==> src/common/tinyfpu_defs.svh <==
// sizes for the fp32-in-64-bit tiny fpu; changing them is not supported by the rtl
`ifndef TINYFPU_DEFS_SVH
`define TINYFPU_DEFS_SVH

// architectural register width
`define FPU_WIDTH 64

// single precision value width
`define FP32_WIDTH 32

// operands per request
`define FPU_NUM_OPERANDS 2

// result buffer entries
`define FPU_BUF_DEPTH 2

`endif

==> src/common/tinyfpu_pkg.sv <==
// shared types for the tiny fpu; rnd_mode only selects a sub-operation, nothing is rounded
`include "tinyfpu_defs.svh"

package tinyfpu_pkg;

  // operation groups kept by the slice
  typedef enum logic [1:0] {
    MINMAX   = 2'd0,
    SGNJ     = 2'd1,
    CMP      = 2'd2,
    CLASSIFY = 2'd3
  } operation_e;

  // risc-v rm field, reused as sub-operation select
  typedef enum logic [2:0] {
    RNE = 3'b000,
    RTZ = 3'b001,
    RDN = 3'b010,
    RUP = 3'b011,
    RMM = 3'b100
  } roundmode_e;

  // ieee exception flags, fflags order
  typedef struct packed {
    logic nv;
    logic dz;
    logic of;
    logic uf;
    logic nx;
  } status_t;

  typedef logic [7:0] tag_t;

  // request as seen at the top level
  typedef struct packed {
    logic [`FPU_NUM_OPERANDS-1:0][`FPU_WIDTH-1:0] operands;
    operation_e                                   op;
    roundmode_e                                   rnd_mode;
    tag_t                                         tag;
  } fpu_req_t;

  // request after unboxing, fp32 operands only
  typedef struct packed {
    logic [`FPU_NUM_OPERANDS-1:0][`FP32_WIDTH-1:0] operands;
    operation_e                                    op;
    roundmode_e                                    rnd_mode;
    tag_t                                          tag;
  } fp32_req_t;

  // result with flags and returned tag
  typedef struct packed {
    logic [`FPU_WIDTH-1:0] result;
    status_t               status;
    tag_t                  tag;
  } fpu_rsp_t;

  // quiet nan with only the top mantissa bit set
  localparam logic [`FP32_WIDTH-1:0] CANONICAL_NAN = 32'h7fc00000;

endpackage

==> src/hw/fp_operand_prep.sv <==
// combinational operand preparation; fp32 only, so any operand not nan-boxed becomes the canonical nan
`timescale 1ns/10ps
`include "tinyfpu_defs.svh"

module fp_operand_prep (
  input  tinyfpu_pkg::fpu_req_t  req_i,
  output tinyfpu_pkg::fp32_req_t req_o
);

  import tinyfpu_pkg::*;

  logic [`FPU_NUM_OPERANDS-1:0]                  is_boxed;
  logic [`FPU_NUM_OPERANDS-1:0][`FP32_WIDTH-1:0] operands_unboxed;
  logic [`FPU_NUM_OPERANDS-1:0][`FP32_WIDTH-1:0] operands_sel;

  // upper half must be all ones for a valid fp32 value
  for (genvar i = 0; i < `FPU_NUM_OPERANDS; i++) begin : gen_nanbox_check
    assign is_boxed[i] = &req_i.operands[i][`FPU_WIDTH-1:`FP32_WIDTH];
    assign operands_unboxed[i] = is_boxed[i] ? req_i.operands[i][`FP32_WIDTH-1:0]
                                             : CANONICAL_NAN;
  end

  // keep only the operands each group reads
  always_comb begin : select_operands
    operands_sel = operands_unboxed;
    // single-operand op
    if (req_i.op == CLASSIFY) begin
      operands_sel[1] = '0;
    end
  end

  always_comb begin : build_request
    req_o          = '0;
    req_o.operands = operands_sel;
    req_o.op       = req_i.op;
    req_o.rnd_mode = req_i.rnd_mode;
    req_o.tag      = req_i.tag;
  end

endmodule

==> src/hw/fp_result_buffer.sv <==
// small fifo, first-word visible on data_o; full accepts a write only together with a read
`timescale 1ns/10ps
`include "tinyfpu_defs.svh"

module fp_result_buffer #(
  parameter type payload_t = logic
) (
  input  logic     clk_i,
  input  logic     reset_i,
  input  logic     flush_i,
  input  payload_t data_i,
  input  logic     valid_i,
  output logic     ready_o,
  output payload_t data_o,
  output logic     valid_o,
  input  logic     ready_i,
  output logic     busy_o
);

  localparam int unsigned DEPTH = `FPU_BUF_DEPTH;
  localparam int unsigned PTR_W = (DEPTH > 1) ? $clog2(DEPTH) : 1;
  localparam int unsigned CNT_W = $clog2(DEPTH + 1);

  payload_t         mem_q [DEPTH];
  logic [PTR_W-1:0] wr_ptr_q;
  logic [PTR_W-1:0] rd_ptr_q;
  logic [CNT_W-1:0] count_q;
  logic             push;
  logic             pop;

  assign valid_o = (count_q != '0);
  assign ready_o = (count_q != CNT_W'(DEPTH)) | ready_i;
  assign push    = valid_i & ready_o;
  assign pop     = valid_o & ready_i;
  assign data_o  = mem_q[rd_ptr_q];
  assign busy_o  = valid_o;

  always_ff @(posedge clk_i) begin : ctrl_regs
    if (reset_i || flush_i) begin
      wr_ptr_q <= '0;
      rd_ptr_q <= '0;
      count_q  <= '0;
    end else begin
      if (push) begin
        wr_ptr_q <= (wr_ptr_q == PTR_W'(DEPTH - 1)) ? '0 : wr_ptr_q + 1'b1;
      end
      if (pop) begin
        rd_ptr_q <= (rd_ptr_q == PTR_W'(DEPTH - 1)) ? '0 : rd_ptr_q + 1'b1;
      end
      count_q <= count_q + CNT_W'(push) - CNT_W'(pop);
    end
  end

  // storage only, valid is tracked by count
  always_ff @(posedge clk_i) begin : storage
    if (push) begin
      mem_q[wr_ptr_q] <= data_i;
    end
  end

endmodule

==> src/hw/tinyfpu_top.sv <==
// fp32 non-computational fpu; two-cycle latency without back-pressure, at most three requests held
`timescale 1ns/10ps

module tinyfpu_top (
  input  logic                  clk_i,
  input  logic                  reset_i,
  // request side
  input  tinyfpu_pkg::fpu_req_t req_i,
  input  logic                  in_valid_i,
  output logic                  in_ready_o,
  input  logic                  flush_i,
  // response side
  output tinyfpu_pkg::fpu_rsp_t rsp_o,
  output logic                  out_valid_o,
  input  logic                  out_ready_i,
  // something still in flight
  output logic                  busy_o
);

  import tinyfpu_pkg::*;

  fp32_req_t prep_req;
  fpu_rsp_t  slice_rsp;
  logic      slice_valid;
  logic      slice_busy;
  logic      buf_ready;
  logic      buf_busy;

  // unbox and select operands, purely combinational
  fp_operand_prep i_operand_prep (
    .req_i       ( req_i       ),
    .req_o       ( prep_req    )
  );

  fp_noncomp i_noncomp (
    .clk_i       ( clk_i       ),
    .reset_i     ( reset_i     ),
    .req_i       ( prep_req    ),
    .in_valid_i  ( in_valid_i  ),
    .in_ready_o  ( in_ready_o  ),
    .flush_i     ( flush_i     ),
    .rsp_o       ( slice_rsp   ),
    .out_valid_o ( slice_valid ),
    .out_ready_i ( buf_ready   ),
    .busy_o      ( slice_busy  )
  );

  // absorbs back-pressure from the consumer
  fp_result_buffer #(
    .payload_t   ( fpu_rsp_t   )
  ) i_result_buffer (
    .clk_i       ( clk_i       ),
    .reset_i     ( reset_i     ),
    .flush_i     ( flush_i     ),
    .data_i      ( slice_rsp   ),
    .valid_i     ( slice_valid ),
    .ready_o     ( buf_ready   ),
    .data_o      ( rsp_o       ),
    .valid_o     ( out_valid_o ),
    .ready_i     ( out_ready_i ),
    .busy_o      ( buf_busy    )
  );

  assign busy_o = slice_busy | buf_busy;

endmodule

==> src/noncomp/fp_classify.sv <==
// fp32 class decoder, combinational; class_mask_o bit 0 is -inf and bit 9 is quiet nan as in fclass
`timescale 1ns/10ps
`include "tinyfpu_defs.svh"

module fp_classify (
  input  logic [`FP32_WIDTH-1:0] value_i,
  output logic                   is_zero_o,
  output logic                   is_subnormal_o,
  output logic                   is_normal_o,
  output logic                   is_inf_o,
  output logic                   is_snan_o,
  output logic                   is_qnan_o,
  output logic                   sign_o,
  output logic [9:0]             class_mask_o
);

  localparam int unsigned EXP_W = 8;
  localparam int unsigned MAN_W = `FP32_WIDTH - EXP_W - 1;

  logic [EXP_W-1:0] exponent;
  logic [MAN_W-1:0] mantissa;
  logic             exp_zero;
  logic             exp_ones;
  logic             man_zero;

  assign sign_o   = value_i[`FP32_WIDTH-1];
  assign exponent = value_i[`FP32_WIDTH-2 -: EXP_W];
  assign mantissa = value_i[MAN_W-1:0];

  assign exp_zero = ~(|exponent);
  assign exp_ones = &exponent;
  assign man_zero = ~(|mantissa);

  assign is_zero_o      = exp_zero & man_zero;
  assign is_subnormal_o = exp_zero & ~man_zero;
  assign is_normal_o    = ~exp_zero & ~exp_ones;
  assign is_inf_o       = exp_ones & man_zero;
  // msb of the mantissa marks a quiet nan
  assign is_qnan_o      = exp_ones & mantissa[MAN_W-1];
  assign is_snan_o      = exp_ones & ~man_zero & ~mantissa[MAN_W-1];

  assign class_mask_o = {is_qnan_o,
                         is_snan_o,
                         ~sign_o & is_inf_o,
                         ~sign_o & is_normal_o,
                         ~sign_o & is_subnormal_o,
                         ~sign_o & is_zero_o,
                         sign_o & is_zero_o,
                         sign_o & is_subnormal_o,
                         sign_o & is_normal_o,
                         sign_o & is_inf_o};

endmodule

==> src/noncomp/fp_noncomp.sv <==
// one-stage fp32 min/max, sign injection, compare and classify; unknown sub-operations give zero and nv
`timescale 1ns/10ps
`include "tinyfpu_defs.svh"

module fp_noncomp (
  input  logic                   clk_i,
  input  logic                   reset_i,
  input  tinyfpu_pkg::fp32_req_t req_i,
  input  logic                   in_valid_i,
  output logic                   in_ready_o,
  input  logic                   flush_i,
  output tinyfpu_pkg::fpu_rsp_t  rsp_o,
  output logic                   out_valid_o,
  input  logic                   out_ready_i,
  output logic                   busy_o
);

  import tinyfpu_pkg::*;

  localparam int unsigned BOX_W = `FPU_WIDTH - `FP32_WIDTH;
  localparam int unsigned MAG_W = `FP32_WIDTH - 1;

  logic [`FP32_WIDTH-1:0]       op_a;
  logic [`FP32_WIDTH-1:0]       op_b;
  logic [`FPU_NUM_OPERANDS-1:0] is_zero;
  logic [`FPU_NUM_OPERANDS-1:0] is_snan;
  logic [`FPU_NUM_OPERANDS-1:0] is_qnan;
  logic [`FPU_NUM_OPERANDS-1:0] is_nan;
  logic [`FPU_NUM_OPERANDS-1:0] sign;
  logic [9:0]                   class_mask_a;
  logic                         both_zero;
  logic                         order_lt;
  logic                         cmp_lt;
  logic                         cmp_eq;
  logic [`FP32_WIDTH-1:0]       res32;
  logic                         boxed;
  logic                         bad_mode;
  fpu_rsp_t                     rsp_d;
  fpu_rsp_t                     rsp_q;
  logic                         valid_q;
  logic                         accept;

  assign op_a = req_i.operands[0];
  assign op_b = req_i.operands[1];

  fp_classify i_classify_a (
    .value_i        ( op_a         ),
    .is_zero_o      ( is_zero[0]   ),
    .is_subnormal_o (              ),
    .is_normal_o    (              ),
    .is_inf_o       (              ),
    .is_snan_o      ( is_snan[0]   ),
    .is_qnan_o      ( is_qnan[0]   ),
    .sign_o         ( sign[0]      ),
    .class_mask_o   ( class_mask_a )
  );

  fp_classify i_classify_b (
    .value_i        ( op_b         ),
    .is_zero_o      ( is_zero[1]   ),
    .is_subnormal_o (              ),
    .is_normal_o    (              ),
    .is_inf_o       (              ),
    .is_snan_o      ( is_snan[1]   ),
    .is_qnan_o      ( is_qnan[1]   ),
    .sign_o         ( sign[1]      ),
    .class_mask_o   (              )
  );

  assign is_nan = is_snan | is_qnan;

  // sign-magnitude order, -0 sorts below +0
  always_comb begin : compare
    both_zero = &is_zero;
    if (sign[0] != sign[1]) begin
      order_lt = sign[0];
    end else if (sign[0]) begin
      order_lt = op_b[MAG_W-1:0] < op_a[MAG_W-1:0];
    end else begin
      order_lt = op_a[MAG_W-1:0] < op_b[MAG_W-1:0];
    end
    // zeros of either sign are equal for compares
    cmp_lt = order_lt & ~both_zero & ~(|is_nan);
    cmp_eq = (both_zero | (op_a == op_b)) & ~(|is_nan);
  end

  always_comb begin : compute
    res32    = '0;
    boxed    = 1'b0;
    bad_mode = 1'b0;
    rsp_d    = '0;
    case (req_i.op)
      MINMAX: begin
        boxed           = 1'b1;
        rsp_d.status.nv = |is_snan;
        bad_mode        = (req_i.rnd_mode != RNE) && (req_i.rnd_mode != RTZ);
        if (&is_nan) begin
          res32 = CANONICAL_NAN;
        end else if (is_nan[0]) begin
          res32 = op_b;
        end else if (is_nan[1]) begin
          res32 = op_a;
        end else if (req_i.rnd_mode == RNE) begin
          res32 = order_lt ? op_a : op_b;
        end else begin
          res32 = order_lt ? op_b : op_a;
        end
      end
      SGNJ: begin
        boxed = 1'b1;
        case (req_i.rnd_mode)
          RNE:     res32 = {sign[1], op_a[MAG_W-1:0]};
          RTZ:     res32 = {~sign[1], op_a[MAG_W-1:0]};
          RDN:     res32 = {sign[0] ^ sign[1], op_a[MAG_W-1:0]};
          default: bad_mode = 1'b1;
        endcase
      end
      CMP: begin
        case (req_i.rnd_mode)
          RNE: begin
            res32[0]        = cmp_lt | cmp_eq;
            rsp_d.status.nv = |is_nan;
          end
          RTZ: begin
            res32[0]        = cmp_lt;
            rsp_d.status.nv = |is_nan;
          end
          RDN: begin
            // quiet nans compare silently for equality
            res32[0]        = cmp_eq;
            rsp_d.status.nv = |is_snan;
          end
          default: bad_mode = 1'b1;
        endcase
      end
      default: begin
        res32[9:0] = class_mask_a;
      end
    endcase
    if (bad_mode) begin
      rsp_d.result    = '0;
      rsp_d.status    = '0;
      rsp_d.status.nv = 1'b1;
    end else if (boxed) begin
      rsp_d.result = {{BOX_W{1'b1}}, res32};
    end else begin
      rsp_d.result = {{BOX_W{1'b0}}, res32};
    end
    rsp_d.tag = req_i.tag;
  end

  // accept when empty or being drained this cycle
  assign in_ready_o = ~valid_q | out_ready_i;
  assign accept     = in_valid_i & in_ready_o;

  always_ff @(posedge clk_i) begin : out_valid_reg
    if (reset_i || flush_i) begin
      valid_q <= 1'b0;
    end else if (accept) begin
      valid_q <= 1'b1;
    end else if (out_ready_i) begin
      valid_q <= 1'b0;
    end
  end

  always_ff @(posedge clk_i) begin : out_data_reg
    if (accept) begin
      rsp_q <= rsp_d;
    end
  end

  assign rsp_o       = rsp_q;
  assign out_valid_o = valid_q;
  assign busy_o      = valid_q;

endmodule

==> config.mk <==
export PLATFORM = sky130hd
export DESIGN_NAME = tinyfpu_top
export DESIGN_NICKNAME = d
export VERILOG_FILES = /design/src/common/tinyfpu_pkg.sv /design/src/hw/fp_operand_prep.sv /design/src/hw/fp_result_buffer.sv /design/src/hw/tinyfpu_top.sv /design/src/noncomp/fp_classify.sv /design/src/noncomp/fp_noncomp.sv
export VERILOG_INCLUDE_DIRS = /design/src /design/src/common
export SDC_FILE = /design/constraint.sdc
export NUM_CORES = 1
export LEC_CHECK = 0
export BUFFER_PORTS_ARGS = -buffer_cell sky130_fd_sc_hd__buf_4
export CAP_MARGIN = 20
export CELL_PAD_IN_SITES_DETAIL_PLACEMENT = 1
export CELL_PAD_IN_SITES_GLOBAL_PLACEMENT = 1
export CORE_UTILIZATION = 45
export CTS_CLUSTER_DIAMETER = 100
export CTS_CLUSTER_SIZE = 10
export DETAILED_ROUTE_END_ITERATION = 6
export PLACE_DENSITY = 0.91
export SKIP_CTS_REPAIR_TIMING = 1
export SYNTH_ARGS = -nofsm -noshare
export SYNTH_HDL_FRONTEND = slang
export SYNTH_HIERARCHICAL = 1
export SYNTH_SLANG_ARGS = --single-unit
==> constraint.sdc <==
create_clock -name clk_i -period 5.85 [get_ports clk_i]
set_input_delay 0 -clock clk_i [delete_from_list [all_inputs] [get_ports clk_i]]
set_output_delay 0 -clock clk_i [all_outputs]
set_load 0.02 [all_outputs]
# Word-level counts from Yosys, hierarchy flattened
# Memories as Yosys holds them, arrays and structs flattened. A register that Yosys moved wholly into a read port is not among the register bits.
# Cells that the tools add are included.
[totals]
register_bits = 82
ram_bits = 154
inputBits = 146
out_inout_bits = 80
wordCells = 124
memories = 1
[classes]
add_sub_neg = 4
n_lt_le_gt_ge = 2
eq_ne = 9
mux = 30
bitwise = 44
n_reduce_logical = 23
[mem_list]
columns = ["name", "depth", "width", "rd", "rd_ports_with_merged_regs", "write_ports", "line", "text"]
rows = [
  ["i_result_buffer.mem_q", 2, 77, 1, 1, 1, "fp_result_buffer.sv:24", "payload_t mem_q [DEPTH];"],
]
[ops]
columns = ["operator", "count"]
rows = [
  ["$mux W32", 9],
  ["$pmux W32 S3", 1],
  ["$mux W64", 1],
  ["$reduce_and A32 Y1", 2],
  ["$lt A31 B31 Y1", 2],
  ["$reduce_or A23 Y1", 2],
  ["$pmux W22 S2", 1],
  ["$eq A32 B32 Y1", 1],
  ["$pmux W9 S3", 1],
  ["$and A1 B1 Y1", 25],
  ["$reduce_and A8 Y1", 2],
  ["$reduce_or A8 Y1", 2],
  ["$mux W1", 12],
  ["$not A1 Y1", 12],
  ["$reduce_or A2 Y1", 5],
  ["$pmux W1 S2", 3],
  ["$pmux W1 S3", 2],
  ["$or A1 B1 Y1", 5],
  ["$eq A2 B2 Y1 const B", 2],
  ["$reduce_and A2 Y1", 2],
  ["$reduce_bool A2 Y1", 2],
  ["$eq A3 B1 Y1 const B", 1],
  ["$eq A3 B2 Y1 const B", 1],
  ["$logic_not A3 Y1", 1],
  ["other kinds (14)", 15],
]

# Depth between registers and ports, before layout
# Gate-level depths: netlist of the first run.
[logic_depth]
word_depth = 14
depth_mapped = 17
ltp_nobuf = 14

# By module
# The synthesis of the first run kept the hierarchy.
[by_module_without_submodules]
columns = ["mod", "n_inst", "cells_per_inst", "area_each_um2", "seq_area_each_um2"]
rows = [
  ["fp_result_buffer", 1, 266, 5929.4, 4724.5],
  ["fp_noncomp", 1, 346, 3388.2, 1281.2],
  ["fp_operand_prep", 1, 148, 1046.0, 0.0],
  ["fp_classify", 2, 36, 222.7, 0.0],
  ["tinyfpu_top", 1, 1, 6.3, 0.0],
]

# Least setup slack after synthesis of the first run
# No wires, ideal clock.
[synth_path]
path_type = "flip-flop to flip-flop"
startpoint = "register i_result_buffer.count_q[1]"
endpoint = "memory i_result_buffer/mem_q[0][0] (netlist bit) (enable)"
setup_ps = 514
arrival_time_ps = 3857
required_ps = 5336
path_slack_ps = 1478
path_stages_with_launch = 4
path_buffers = 0
period_less_slack_ps = 4372
path_cell_list = "dfxtp_1 -> or3b_4 -> nand2_4 -> nor2_1"
[synth_between]
elab_chain_cells = 5
[synth_rtl]
columns = ["item", "line", "text"]
rows = [
  ["start: declaration", "fp_result_buffer.sv:27", "logic [CNT_W-1:0] count_q;"],
  ["start signal: assignment", "fp_result_buffer.sv:50", "count_q <= count_q + CNT_W'(push) - CNT_W'(pop);"],
  ["$ne A2 B2 Y1", "fp_result_buffer.sv:32", "assign ready_o = (count_q != CNT_W'(DEPTH)) | ready_i;"],
  ["$or A1 B1 Y1", "fp_result_buffer.sv:32", ""],
  ["via buf_ready", "tinyfpu_top.sv:26", "logic buf_ready;"],
  ["$and A1 B1 Y1", "fp_result_buffer.sv:33", "assign push = valid_i & ready_o;"],
  ["$mux W1", "fp_result_buffer.sv:56", "if (push) begin"],
  ["$mux W1 (implied by the code)", "fp_result_buffer.sv:57", "mem_q[wr_ptr_q] <= data_i;"],
  ["end: declaration", "fp_result_buffer.sv:24", ""],
]
# The timed path passes the listed nets, and every way through them passes these cells.

==> summary.md, run 1 <==
| Metric | Value |
|---|---|
| Most common cell after layout, fill and taps aside | sky130_fd_sc_hd__buf_4 |
| Worst hold path startpoint | in_valid_i |
| Peak fanout along the critical path | 14 |
| Worst Setup Slack post-DPL | 0.8718 ns |
| Switching share of total power | 21.45% |
| Max IR drop VDD | 0.0001676 V |
| First-pass iteration count of the detailed router | 5 |
| Maximum level of the CTS H-tree | 1 |
| R2r worst-path depth | 5 |
| Sink Count | 202 |
| Clock root cell | sky130_fd_sc_hd__clkbuf_16 |
| Final hold vios | 0 |
| Number of max-capacitance violations reported | 0 |
| RSZ-0062 raised after global routing | false |
| Core occupancy in the finished layout | 56.22% |
| Remaining max-slew budget at the tightest pin | 37.02% |
| Count of boundary I/O pins | 226 |
| Area of the placeable core | 23400 um2 |
| Post-layout nets | 1189 |
| Cell internal power dissipation | 2571 uW |
| Timing-limited maximum frequency | 0.2208 GHz |
| Placed cells | 1283 |
| Initial Util | 45.74% |
| Port Buf Inserts | 225 |
| Std cell rows | 56 |
| Placed wire-length estimate | 20530 um |
| RR Startpoint | i_result_buffer/count_q[1] |
| Number of cells produced by synthesis | 814 |
| Finished Layout Cells | 1334 |
| Part of the total power dissipated in sequential elements | 51.0% |
| Slew of the pin with the lowest slew margin | 0.9447 ns |
| Detailed-route wire length | 27780 um |
| Die outline area | 24410 um2 |
| Sum Neg Setup Slack | 0 ns |
| Die width | 156.2 um |
| Part of the power in the clock network | 39.6% |
| Global-route wire length before repair | 41850 um |
| Combinational share of power | 9.4% |
| Crit Path Class | in -> reg |
| Outcome | completed |
| Endpoint arrival time on the critical path | 4.83 ns |
| Commonest cells after routing, fill and taps aside | sky130_fd_sc_hd__buf_4 (240), sky130_fd_sc_hd__edfxtp_1 (196), sky130_fd_sc_hd__inv_1 (81), sky130_fd_sc_hd__mux2_2 (47), sky130_fd_sc_hd__ha_1 (37) |
| Destination of the worst register-to-register timing path | i_result_buffer/mem_q[0][7] |
| Antenna violation net count after detailed routing | 0 |
| Via count of the routed design | 7350 |
| Kind of start point of the critical path | input port |
| Ant. Diodes | 0 |
| Max Slew Vio Count | 0 |
| Worst Hold Endpoint | i_noncomp/rsp_o[28] |
| First element of the critical path | req_i[112] |
| Antenna violations before repair | 0 |
| Area growth syn-to-layout | 22.90% |
| TritonCTS clock tree | built |
| R2R Setup Slk | 3.77 ns |
| Warning count from the yosys run | 6 |
| Leak pwr | 0.004927 uW |
| Cell area after technology mapping | 10710 um2 |
| Period minus WS final | 4.530 ns |
| Pin count of the biggest net entering global routing | 78 |
| Data required time of the worst path | 6.15 ns |
| Tightest Hold Check Type | in -> reg |
| Max clock buf depth | 3 |
| Clock edge transition at the registers on the reported setup and hold paths | 0.06 ns |
| Power per unit of standard cell area | 248.8 nW/um2 |
| Overflow left after global routing | 0 |
| NetSw | 702.1 uW |
| Share of cells above drive strength 1 | 39.01% |
| Period Utilization, post-route | 77.43% |
| Crit path setup slack, layout | 1.320 ns |
| Category of the worst setup path capture point | flop |
| Vias per cell | 5.510 |
| Total track usage | 22.47% |
| Detailed-route DRC error count | 0 |
| Weighted congestion reported at the end of routability-driven placement | 0.9368 |
| Worst hold path cell count | 2 |
| Die Span Y | 156.2 um |
| Detailed router's first-iteration violation count | 509 |
| Final setup violation count | 0 |
| Avg Cell Area, Syn | 13.15 um2 |
| Source-to-sink clock delay at the later pin of the worst-skew pair | 0.50 ns |
| Via count of the first global-routing pass | 7611 |
| Worst clock skew | 0.01855 ns |
| Number of buffers created by CTS | 24 |
| Average detailed-routed wire length per instance | 20.82 um |
final cells by class:
class	instances	area, um2
Fill cell	2407	10250
Sequential cell	202	6010
Multi-Input combinational cell	442	3786
Timing Repair Buffer	255	1989
Clock buffer	34	659.4
Tap cell	319	399.1
Inverter	81	304.0
Clock inverter	1	8.758
worst max-delay path by stage:
stage | to | cells after the start | slack [ns]
after floorplan | i_result_buffer/mem_q[0][0] | 3 | 1.48
after global placement | i_noncomp/rsp_o[15] | 16 | 1.06
after detailed placement | i_noncomp/rsp_o[17] | 16 | 0.87
after CTS | i_noncomp/rsp_o[17] | 16 | 1.38
after global routing | i_noncomp/rsp_o[30] | 17 | 1.02
final | i_noncomp/rsp_o[15] | 16 | 1.32
registers in the layout, indices dropped and copies added (netlist names), named ones only:
signal                    flops
i_result_buffer/rd_ptr_q      1
i_noncomp/rsp_o              42
i_result_buffer/wr_ptr_q      1
i_result_buffer/count_q       2
i_result_buffer/mem_q       154
i_noncomp/busy_o              1
critical path, cell delays in order:
cell and delay (ns):
sky130_fd_sc_hd__buf_4 0.10, sky130_fd_sc_hd__nand4_1 0.13, sky130_fd_sc_hd__or4_1 0.77, sky130_fd_sc_hd__buf_4 0.32, sky130_fd_sc_hd__nor4b_2 0.52, sky130_fd_sc_hd__inv_1 0.12, sky130_fd_sc_hd__ha_1 0.32, sky130_fd_sc_hd__nand4_1 0.16
sky130_fd_sc_hd__or4_4 0.55, sky130_fd_sc_hd__nor3_2 0.24, sky130_fd_sc_hd__nor2_1 0.09, sky130_fd_sc_hd__a211o_1 0.33, sky130_fd_sc_hd__and3_1 0.20, sky130_fd_sc_hd__o21ai_2 0.42, sky130_fd_sc_hd__nand4_1 0.22, sky130_fd_sc_hd__a221oi_2 0.32
power groups by stage:
| stage | Combinational, uW | Sequential [uW] | Clock, uW |
|---|---|---|---|
| 6_report | 306 | 1670 | 1300 |
| 5_1_grt | 331 | 1670 | 1370 |
| 4_1_cts | 298 | 1670 | 1330 |
| 3_5_place_dp | 296 | 1700 | 0 |
| 3_3_place_gp | 288 | 1690 | 0 |
| 2_1_floorplan | 184 | 1690 | 0 |
through the flow:
step | power [uW] | area, um2 | hold WS (ns)
CTS | 3296 | 12960 | -0.3304
floorplan | 1878 | 10720 | 0.07276
detailed placement | 1998 | 12290 | 0.1801
global route | 3374 | 13160 | 0.008487
global placement | 1981 | 12290 | 0.1787
finish | 3273 | 13160 | 0.002689
metal layers:
layer | GRT usage (%) | up-vias | wire (um)
li1 | - | 3410 | -
met1 | 27.14 | 3624 | 11150
met2 | 41.54 | 275 | 14580
met3 | 3.212 | 41 | 1485
met4 | 6.116 | 0 | 557
met5 | 0 | - | 0
(Power assumes the default switching activity.)
==> inputs of run 2 (changes only) <==
ABC_AREA = 1   (was not set)
CORE_UTILIZATION = 40   (was 45)
PLACE_DENSITY = 0.89   (was 0.91)
clock period = 3.85 ns   (was 5.85 ns; I/O delays follow)
==> run 2 against run 1 <==
Final area rose by 5.3%; area after synthesis increased by 6.5%; flip-flop and latch count unchanged; setup slack got worse by 0.60 ns; clock-buffer cell count decreased by 1; die area rose by 19%; via count grew 13%; final cell count increased by 27%; wire length is 3.2% higher; clock skew is 0.0064 ns lower; register-to-register slack got worse by 2.0 ns; core utilization decreased by 6.6 points.
==> summary.md, run 2 <==
| Metric | Value |
|---|---|
| Tightest Hold Check Type | in -> reg |
| Crit Path Class | in -> reg |
| Kind of start point of the critical path | input port |
| Filler cells | 3178 |
| Worst hold-check slack | 0.01697 ns |
| Remaining max-slew budget at the tightest pin | 29.97% |
| Power per unit of standard cell area | 359.5 nW/um2 |
| Max Slew Vio Count | 0 |
| Via count of the first global-routing pass | 8710 |
| Category of the worst setup path capture point | flop |
| Global-route wire length before repair | 44620 um |
| Period minus WS final | 3.133 ns |
| Most repeated library cell on the critical path | sky130_fd_sc_hd__nand2_1 |
| Sum Neg Setup Slack | 0 ns |
| Max clock buf depth | 3 |
| Avg Cell Area, Syn | 10.27 um2 |
| Endpoint arrival time on the critical path | 3.34 ns |
| Reg with most FFs | i_result_buffer/mem_q |
| Share of cells above drive strength 1 | 32.22% |
| Via count of the routed design | 8321 |
| Detailed router's first-iteration violation count | 388 |
| Source-to-sink clock delay at the later pin of the worst-skew pair | 0.50 ns |
| Weighted congestion reported at the end of routability-driven placement | 0.8777 |
| Max IR drop VDD | 0.0002302 V |
| Ant. Diodes | 0 |
| Warning count from the yosys run | 6 |
| Commonest cells after routing, fill and taps aside | sky130_fd_sc_hd__buf_4 (242), sky130_fd_sc_hd__edfxtp_1 (196), sky130_fd_sc_hd__nand2_1 (195), sky130_fd_sc_hd__inv_1 (153), sky130_fd_sc_hd__nor2_1 (111) |
| Core occupancy in the finished layout | 49.59% |
| First-pass iteration count of the detailed router | 5 |
| Peak fanout along the critical path | 32 |
| Port Buf Inserts | 225 |
| Total track usage | 19.47% |
| Worst Setup Slack post-DPL | 0.2405 ns |
| Outcome | completed |
| Top delay family on crit path | simple AND/OR/NAND/NOR gates |
| Standard cell with the maximum stage delay on the critical path | sky130_fd_sc_hd__nand2_4 |
| Average detailed-routed wire length per instance | 16.95 um |
| Final setup violation count | 0 |
| Clock root cell | sky130_fd_sc_hd__clkbuf_16 |
| Placed wire-length estimate | 21150 um |
| Antenna violations before repair | 0 |
| Detailed-route DRC error count | 0 |
| Data required time of the worst path | 4.05 ns |
| Area growth syn-to-layout | 21.55% |
| Worst path depth | 26 |
| Largest register FFs | 154 |
| Cell area after technology mapping | 11400 um2 |
| R2r worst-path depth | 5 |
| Detailed-route wire length | 28670 um |
| Number of cells produced by synthesis | 1110 |
| Crit path setup slack, layout | 0.7168 ns |
| RSZ-0062 raised after global routing | false |
| Sink Count | 202 |
| Number of max-capacitance violations reported | 0 |
| Antenna violation net count after detailed routing | 0 |
| Std cell rows | 61 |
| Most common cell after layout, fill and taps aside | sky130_fd_sc_hd__buf_4 |
| Slew of the pin with the lowest slew margin | 1.049 ns |
| Finished Layout Cells | 1691 |
| Maximum level of the CTS H-tree | 1 |
| Die outline area | 29170 um2 |
| Clock edge transition at the registers on the reported setup and hold paths | 0.06 ns |
| Final hold vios | 0 |
| Worst clock skew | 0.01215 ns |
| Worst hold path cell count | 5 |
| Vias per cell | 4.921 |
| Die Span Y | 170.8 um |
| Post-layout nets | 1488 |
| Timing-limited maximum frequency | 0.3192 GHz |
| Overflow left after global routing | 0 |
| Area of the placeable core | 27930 um2 |
| Delay of the slowest critical-path stage | 0.34 ns |
| Placed cells | 1644 |
| CP bufs+invs | 4 |
| Initial Util | 40.80% |
| TritonCTS clock tree | built |
| Leak pwr | 0.005910 uW |
| Period Utilization, post-route | 81.38% |
| Count of boundary I/O pins | 226 |
| Die width | 170.8 um |
| Pin count of the biggest net entering global routing | 78 |
| Number of buffers created by CTS | 24 |
[run 2: final timing paths]
kind	slack, ns	start	end
max	0.72	req_i[133]	i_noncomp/rsp_o[37]
min	0.02	req_i[26]	i_noncomp/rsp_o[26]
max reg2reg	1.73	i_result_buffer/count_q[0]	i_noncomp/rsp_o[0]
min reg2reg	0.44	i_noncomp/rsp_o[44]	i_result_buffer/mem_q[1][44]
[run 2: worst reg2reg max path: cells and delay by family (launching register included)]
kind	cells	cell delay (ns)
buf+inv	3	0.67
flops	1	0.33
compound gates	1	0.61
simple gates	1	0.14
[run 2: through the flow]
step | total power, uW | area, um2
3_3_place_gp | 3030 | 13060
6_report | 4980 | 13850
5_1_grt | 5171 | 13850
3_5_place_dp | 3055 | 13060
2_1_floorplan | 2864 | 11410
4_1_cts | 5037 | 13720
[run 2: cell type report]
class / count / area (um2) / area share [%]
clock buffer: 33 / 655.6 / 4.733
clock inverter: 1 / 8.758 / 0.06323
inverter: 154 / 578.1 / 4.173
multi-input combinational: 667 / 4160 / 30.03
sequential: 202 / 6010 / 43.38
tap: 378 / 473.0 / 3.414
timing repair buffer: 256 / 1967 / 14.20
[run 2: power breakdown]
group / internal, uW / total (uW) / leakage, uW / switching (uW)
clock network: 1170 / 1960 / 0.000322 / 793
logic: 230 / 506 / 0.00370 / 276
registers: 2490 / 2510 / 0.00189 / 27.0
total: 3880 / 4980 / 0.00591 / 1100
[run 2: metal layers]
layer	routed length, um	up-vias	global-route usage, %	part of all wire, %
li1	-	4014	-	-
met1	12010	4015	23.78	42
met2	14550	253	35.49	51
met3	1547	39	2.683	5.4
met4	560	0	5.601	2.0
met5	0	-	0	0
==> inputs of run 3 (changes only) <==
ABC_AREA = 0   (was 1)
CORE_UTILIZATION = 45   (was 40)
PLACE_DENSITY = 0.91   (was 0.89)
clock period = 3.2 ns   (was 3.85 ns; I/O delays follow)
==> run 3 against run 2 <==
The run now ends with setup timing left; core utilization increased by 14 points; power increased by 22%; critical path depth decreased by 8; register-to-register slack got worse by 0.44 ns; wire length increased by 16%; non-clock buffer count increased by 148; combinational power increased by 25%; global-route usage increased by 5.4 points; setup slack got worse by 1.3 ns; sequential power increased by 22%; final cell count decreased by 12%; flip-flop and latch count unchanged.
==> summary.md, run 3 (synthesis results as in run 1) <==
| Metric | Value |
|---|---|
| Outcome | finished, violations left |
| Failing checks | setup timing |
| End point of the critical path | i_noncomp/rsp_o[22] |
| Source-to-sink clock delay at the later pin of the worst-skew pair | 0.51 ns |
| Period minus WS final | 3.786 ns |
| Clock root cell | sky130_fd_sc_hd__clkbuf_16 |
| Pin count of the biggest net entering global routing | 78 |
| Max clock buf depth | 3 |
| Slew of the pin with the lowest slew margin | 0.9989 ns |
| Port Buf Inserts | 225 |
| Average detailed-routed wire length per instance | 22.38 um |
| Commonest cells after routing, fill and taps aside | sky130_fd_sc_hd__buf_4 (371), sky130_fd_sc_hd__edfxtp_1 (196), sky130_fd_sc_hd__inv_1 (80), sky130_fd_sc_hd__mux2_2 (47), sky130_fd_sc_hd__nand4_1 (33) |
| Destination of the worst register-to-register timing path | i_noncomp/busy_o |
| Number of max-capacitance violations reported | 0 |
| Area of all placed cells without fillers | 14770 um2 |
| Endpoint arrival time on the critical path | 4.09 ns |
| Most common cell after layout, fill and taps aside | sky130_fd_sc_hd__buf_4 |
| Std cell rows | 56 |
| Global-route wire length before repair | 45890 um |
| Met2 capacity usage during global routing | 46.96% |
| Reg with most FFs | i_result_buffer/mem_q |
| Busiest layer in global routing | met2 |
| Remaining max-slew budget at the tightest pin | 33.40% |
| Antenna violations before repair | 0 |
| Detailed-route DRC error count | 0 |
| Via count of the first global-routing pass | 8378 |
| First element of the critical path | req_i[137] |
| Crit path setup slack, layout | -0.5861 ns |
| Count of boundary I/O pins | 226 |
| Initial Util | 45.74% |
| Detailed router's first-iteration violation count | 463 |
| Part of the power in the clock network | 39.1% |
| Final hold vios | 0 |
| Leak pwr | 0.005852 uW |
| Tightest Hold Check Type | in -> reg |
| Filler cells | 2393 |
| Share of cells above drive strength 1 | 49.53% |
| Die width | 156.2 um |
| Category of the worst setup path capture point | flop |
| Crit Path Class | in -> reg |
| Final setup violation count | 32 |
| Timing-limited maximum frequency | 0.2641 GHz |
| First-pass iteration count of the detailed router | 5 |
| Die outline area | 24410 um2 |
| Area of the placeable core | 23400 um2 |
| Worst Setup Slack post-DPL | -1.223 ns |
| Number of buffers created by CTS | 24 |
| Combinational share of power | 10.4% |
| Post-detailed-placement cell area | 13480 um2 |
| Cell internal power dissipation | 4739 uW |
| Vias per cell | 5.527 |
| Max IR drop VDD | 0.0003012 V |
| Overflow left after global routing | 0 |
| Switching share of total power | 21.80% |
| Via count of the routed design | 8202 |
| Max Slew Vio Count | 0 |
| RSZ-0062 raised after global routing | true |
| Area growth syn-to-layout | 37.94% |
| R2r worst-path depth | 4 |
| Total track usage | 24.85% |
| Worst clock skew | 0.01220 ns |
| Detailed-route wire length | 33210 um |
| Period Utilization, post-route | 118.3% |
| Kind of start point of the critical path | input port |
| Weighted congestion reported at the end of routability-driven placement | 0.9415 |
| R2R Setup Slk | 1.29 ns |
| Power per unit of standard cell area | 410.3 nW/um2 |
| Maximum level of the CTS H-tree | 1 |
| Met1 Resource Use GR | 28.25% |
| Peak fanout along the critical path | 8 |
| Sink Count | 202 |
| Part of the total power dissipated in sequential elements | 50.4% |
| Die Span Y | 156.2 um |
| NetSw | 1321 uW |
| Clock edge transition at the registers on the reported setup and hold paths | 0.06 ns |
| Largest register FFs | 154 |
| Post-layout nets | 1339 |
| Worst hold-check slack | 0.05038 ns |
| TritonCTS clock tree | built |
| Ant. Diodes | 0 |
| Worst hold path startpoint | req_i[37] |
| Data required time of the worst path | 3.51 ns |
| Met3 capacity usage during global routing | 3.960% |
| Antenna violation net count after detailed routing | 0 |
| RR Startpoint | i_result_buffer/count_q[1] |
| Placed wire-length estimate | 23170 um |
[run 3: changes by cell type in the layout (fill, tap and decap cells not counted), sizes merged, moves of 21 or more]
cell | previous run | this run
nand4 | 11 | 34
nor3 | 11 | 35
buf | 243 | 390
nand2 | 210 | 16
a21oi | 55 | 27
nor4b | 0 | 23
nor2 | 143 | 25
nor4 | 0 | 21
inv | 155 | 82
nand3 | 86 | 2
[run 3: metal layers]
metal / routed length (um) / part of all wire, % / vias up
met5: 0 / 0 / -
met4: 1120 / 3.4 / 0
met3: 1824 / 5.5 / 84
met2: 17740 / 53 / 355
met1: 12520 / 38 / 4039
li1: - / - / 3724
[run 3: final cells by class]
type / instances / area [um2] / area share [%]
multi-input combinational: 443 / 4129 / 27.96
sequential: 202 / 6010 / 40.70
inverter: 81 / 304.0 / 2.059
tap: 319 / 399.1 / 2.703
timing repair buffer: 404 / 3257 / 22.06
clock buffer: 34 / 659.4 / 4.465
clock inverter: 1 / 8.758 / 0.05931
[run 3: worst min path at each step]
stage                     endpoint  slack (ns)  depth (start not counted)
5_1_grt        i_noncomp/rsp_o[40]        0.06                          4
3_3_place_gp    i_noncomp/rsp_o[7]        0.18                          1
2_1_floorplan     i_noncomp/busy_o        0.07                          1
3_5_place_dp    i_noncomp/rsp_o[5]        0.18                          1
4_1_cts         i_noncomp/rsp_o[0]       -0.33                          1
6_report       i_noncomp/rsp_o[37]        0.05                          4
[run 3: stage by stage]
stage | std cells | TNS (ns) | power [uW] | utilization [%]
floorplan | 817 | -15.36 | 3443 | -
global placement | 1411 | -28.50 | 3660 | 57.58
detailed placement | 1411 | -35.86 | 3698 | 57.58
CTS | 1446 | -19.90 | 6060 | 60.44
global route | 1484 | -17.73 | 6232 | 63.10
finish | 1484 | -15.22 | 6059 | 63.10
[run 3: power groups by stage]
stage	registers (uW)	logic [uW]	clock network, uW
floorplan	3100	347	0
global placement	3090	567	0
detailed placement	3110	590	0
CTS	3060	594	2410
global route	3060	671	2500
finish	3060	633	2370
[run 3: critical path: stages]
cell	delay [ns]
sky130_fd_sc_hd__buf_6	0.06
sky130_fd_sc_hd__nand4_1	0.18
sky130_fd_sc_hd__or4_4	0.60
sky130_fd_sc_hd__clkbuf_16	0.21
sky130_fd_sc_hd__nor4b_4	0.29
sky130_fd_sc_hd__inv_1	0.10
sky130_fd_sc_hd__ha_1	0.32
sky130_fd_sc_hd__nand4_1	0.15
sky130_fd_sc_hd__or4_4	0.49
sky130_fd_sc_hd__buf_4	0.17
sky130_fd_sc_hd__nor4_1	0.30
sky130_fd_sc_hd__nor2_1	0.11
sky130_fd_sc_hd__o311ai_2	0.15
sky130_fd_sc_hd__o22ai_4	0.15
sky130_fd_sc_hd__o21ai_4	0.22
sky130_fd_sc_hd__buf_12	0.15
sky130_fd_sc_hd__a21oi_1	0.10
sky130_fd_sc_hd__a221oi_2	0.33
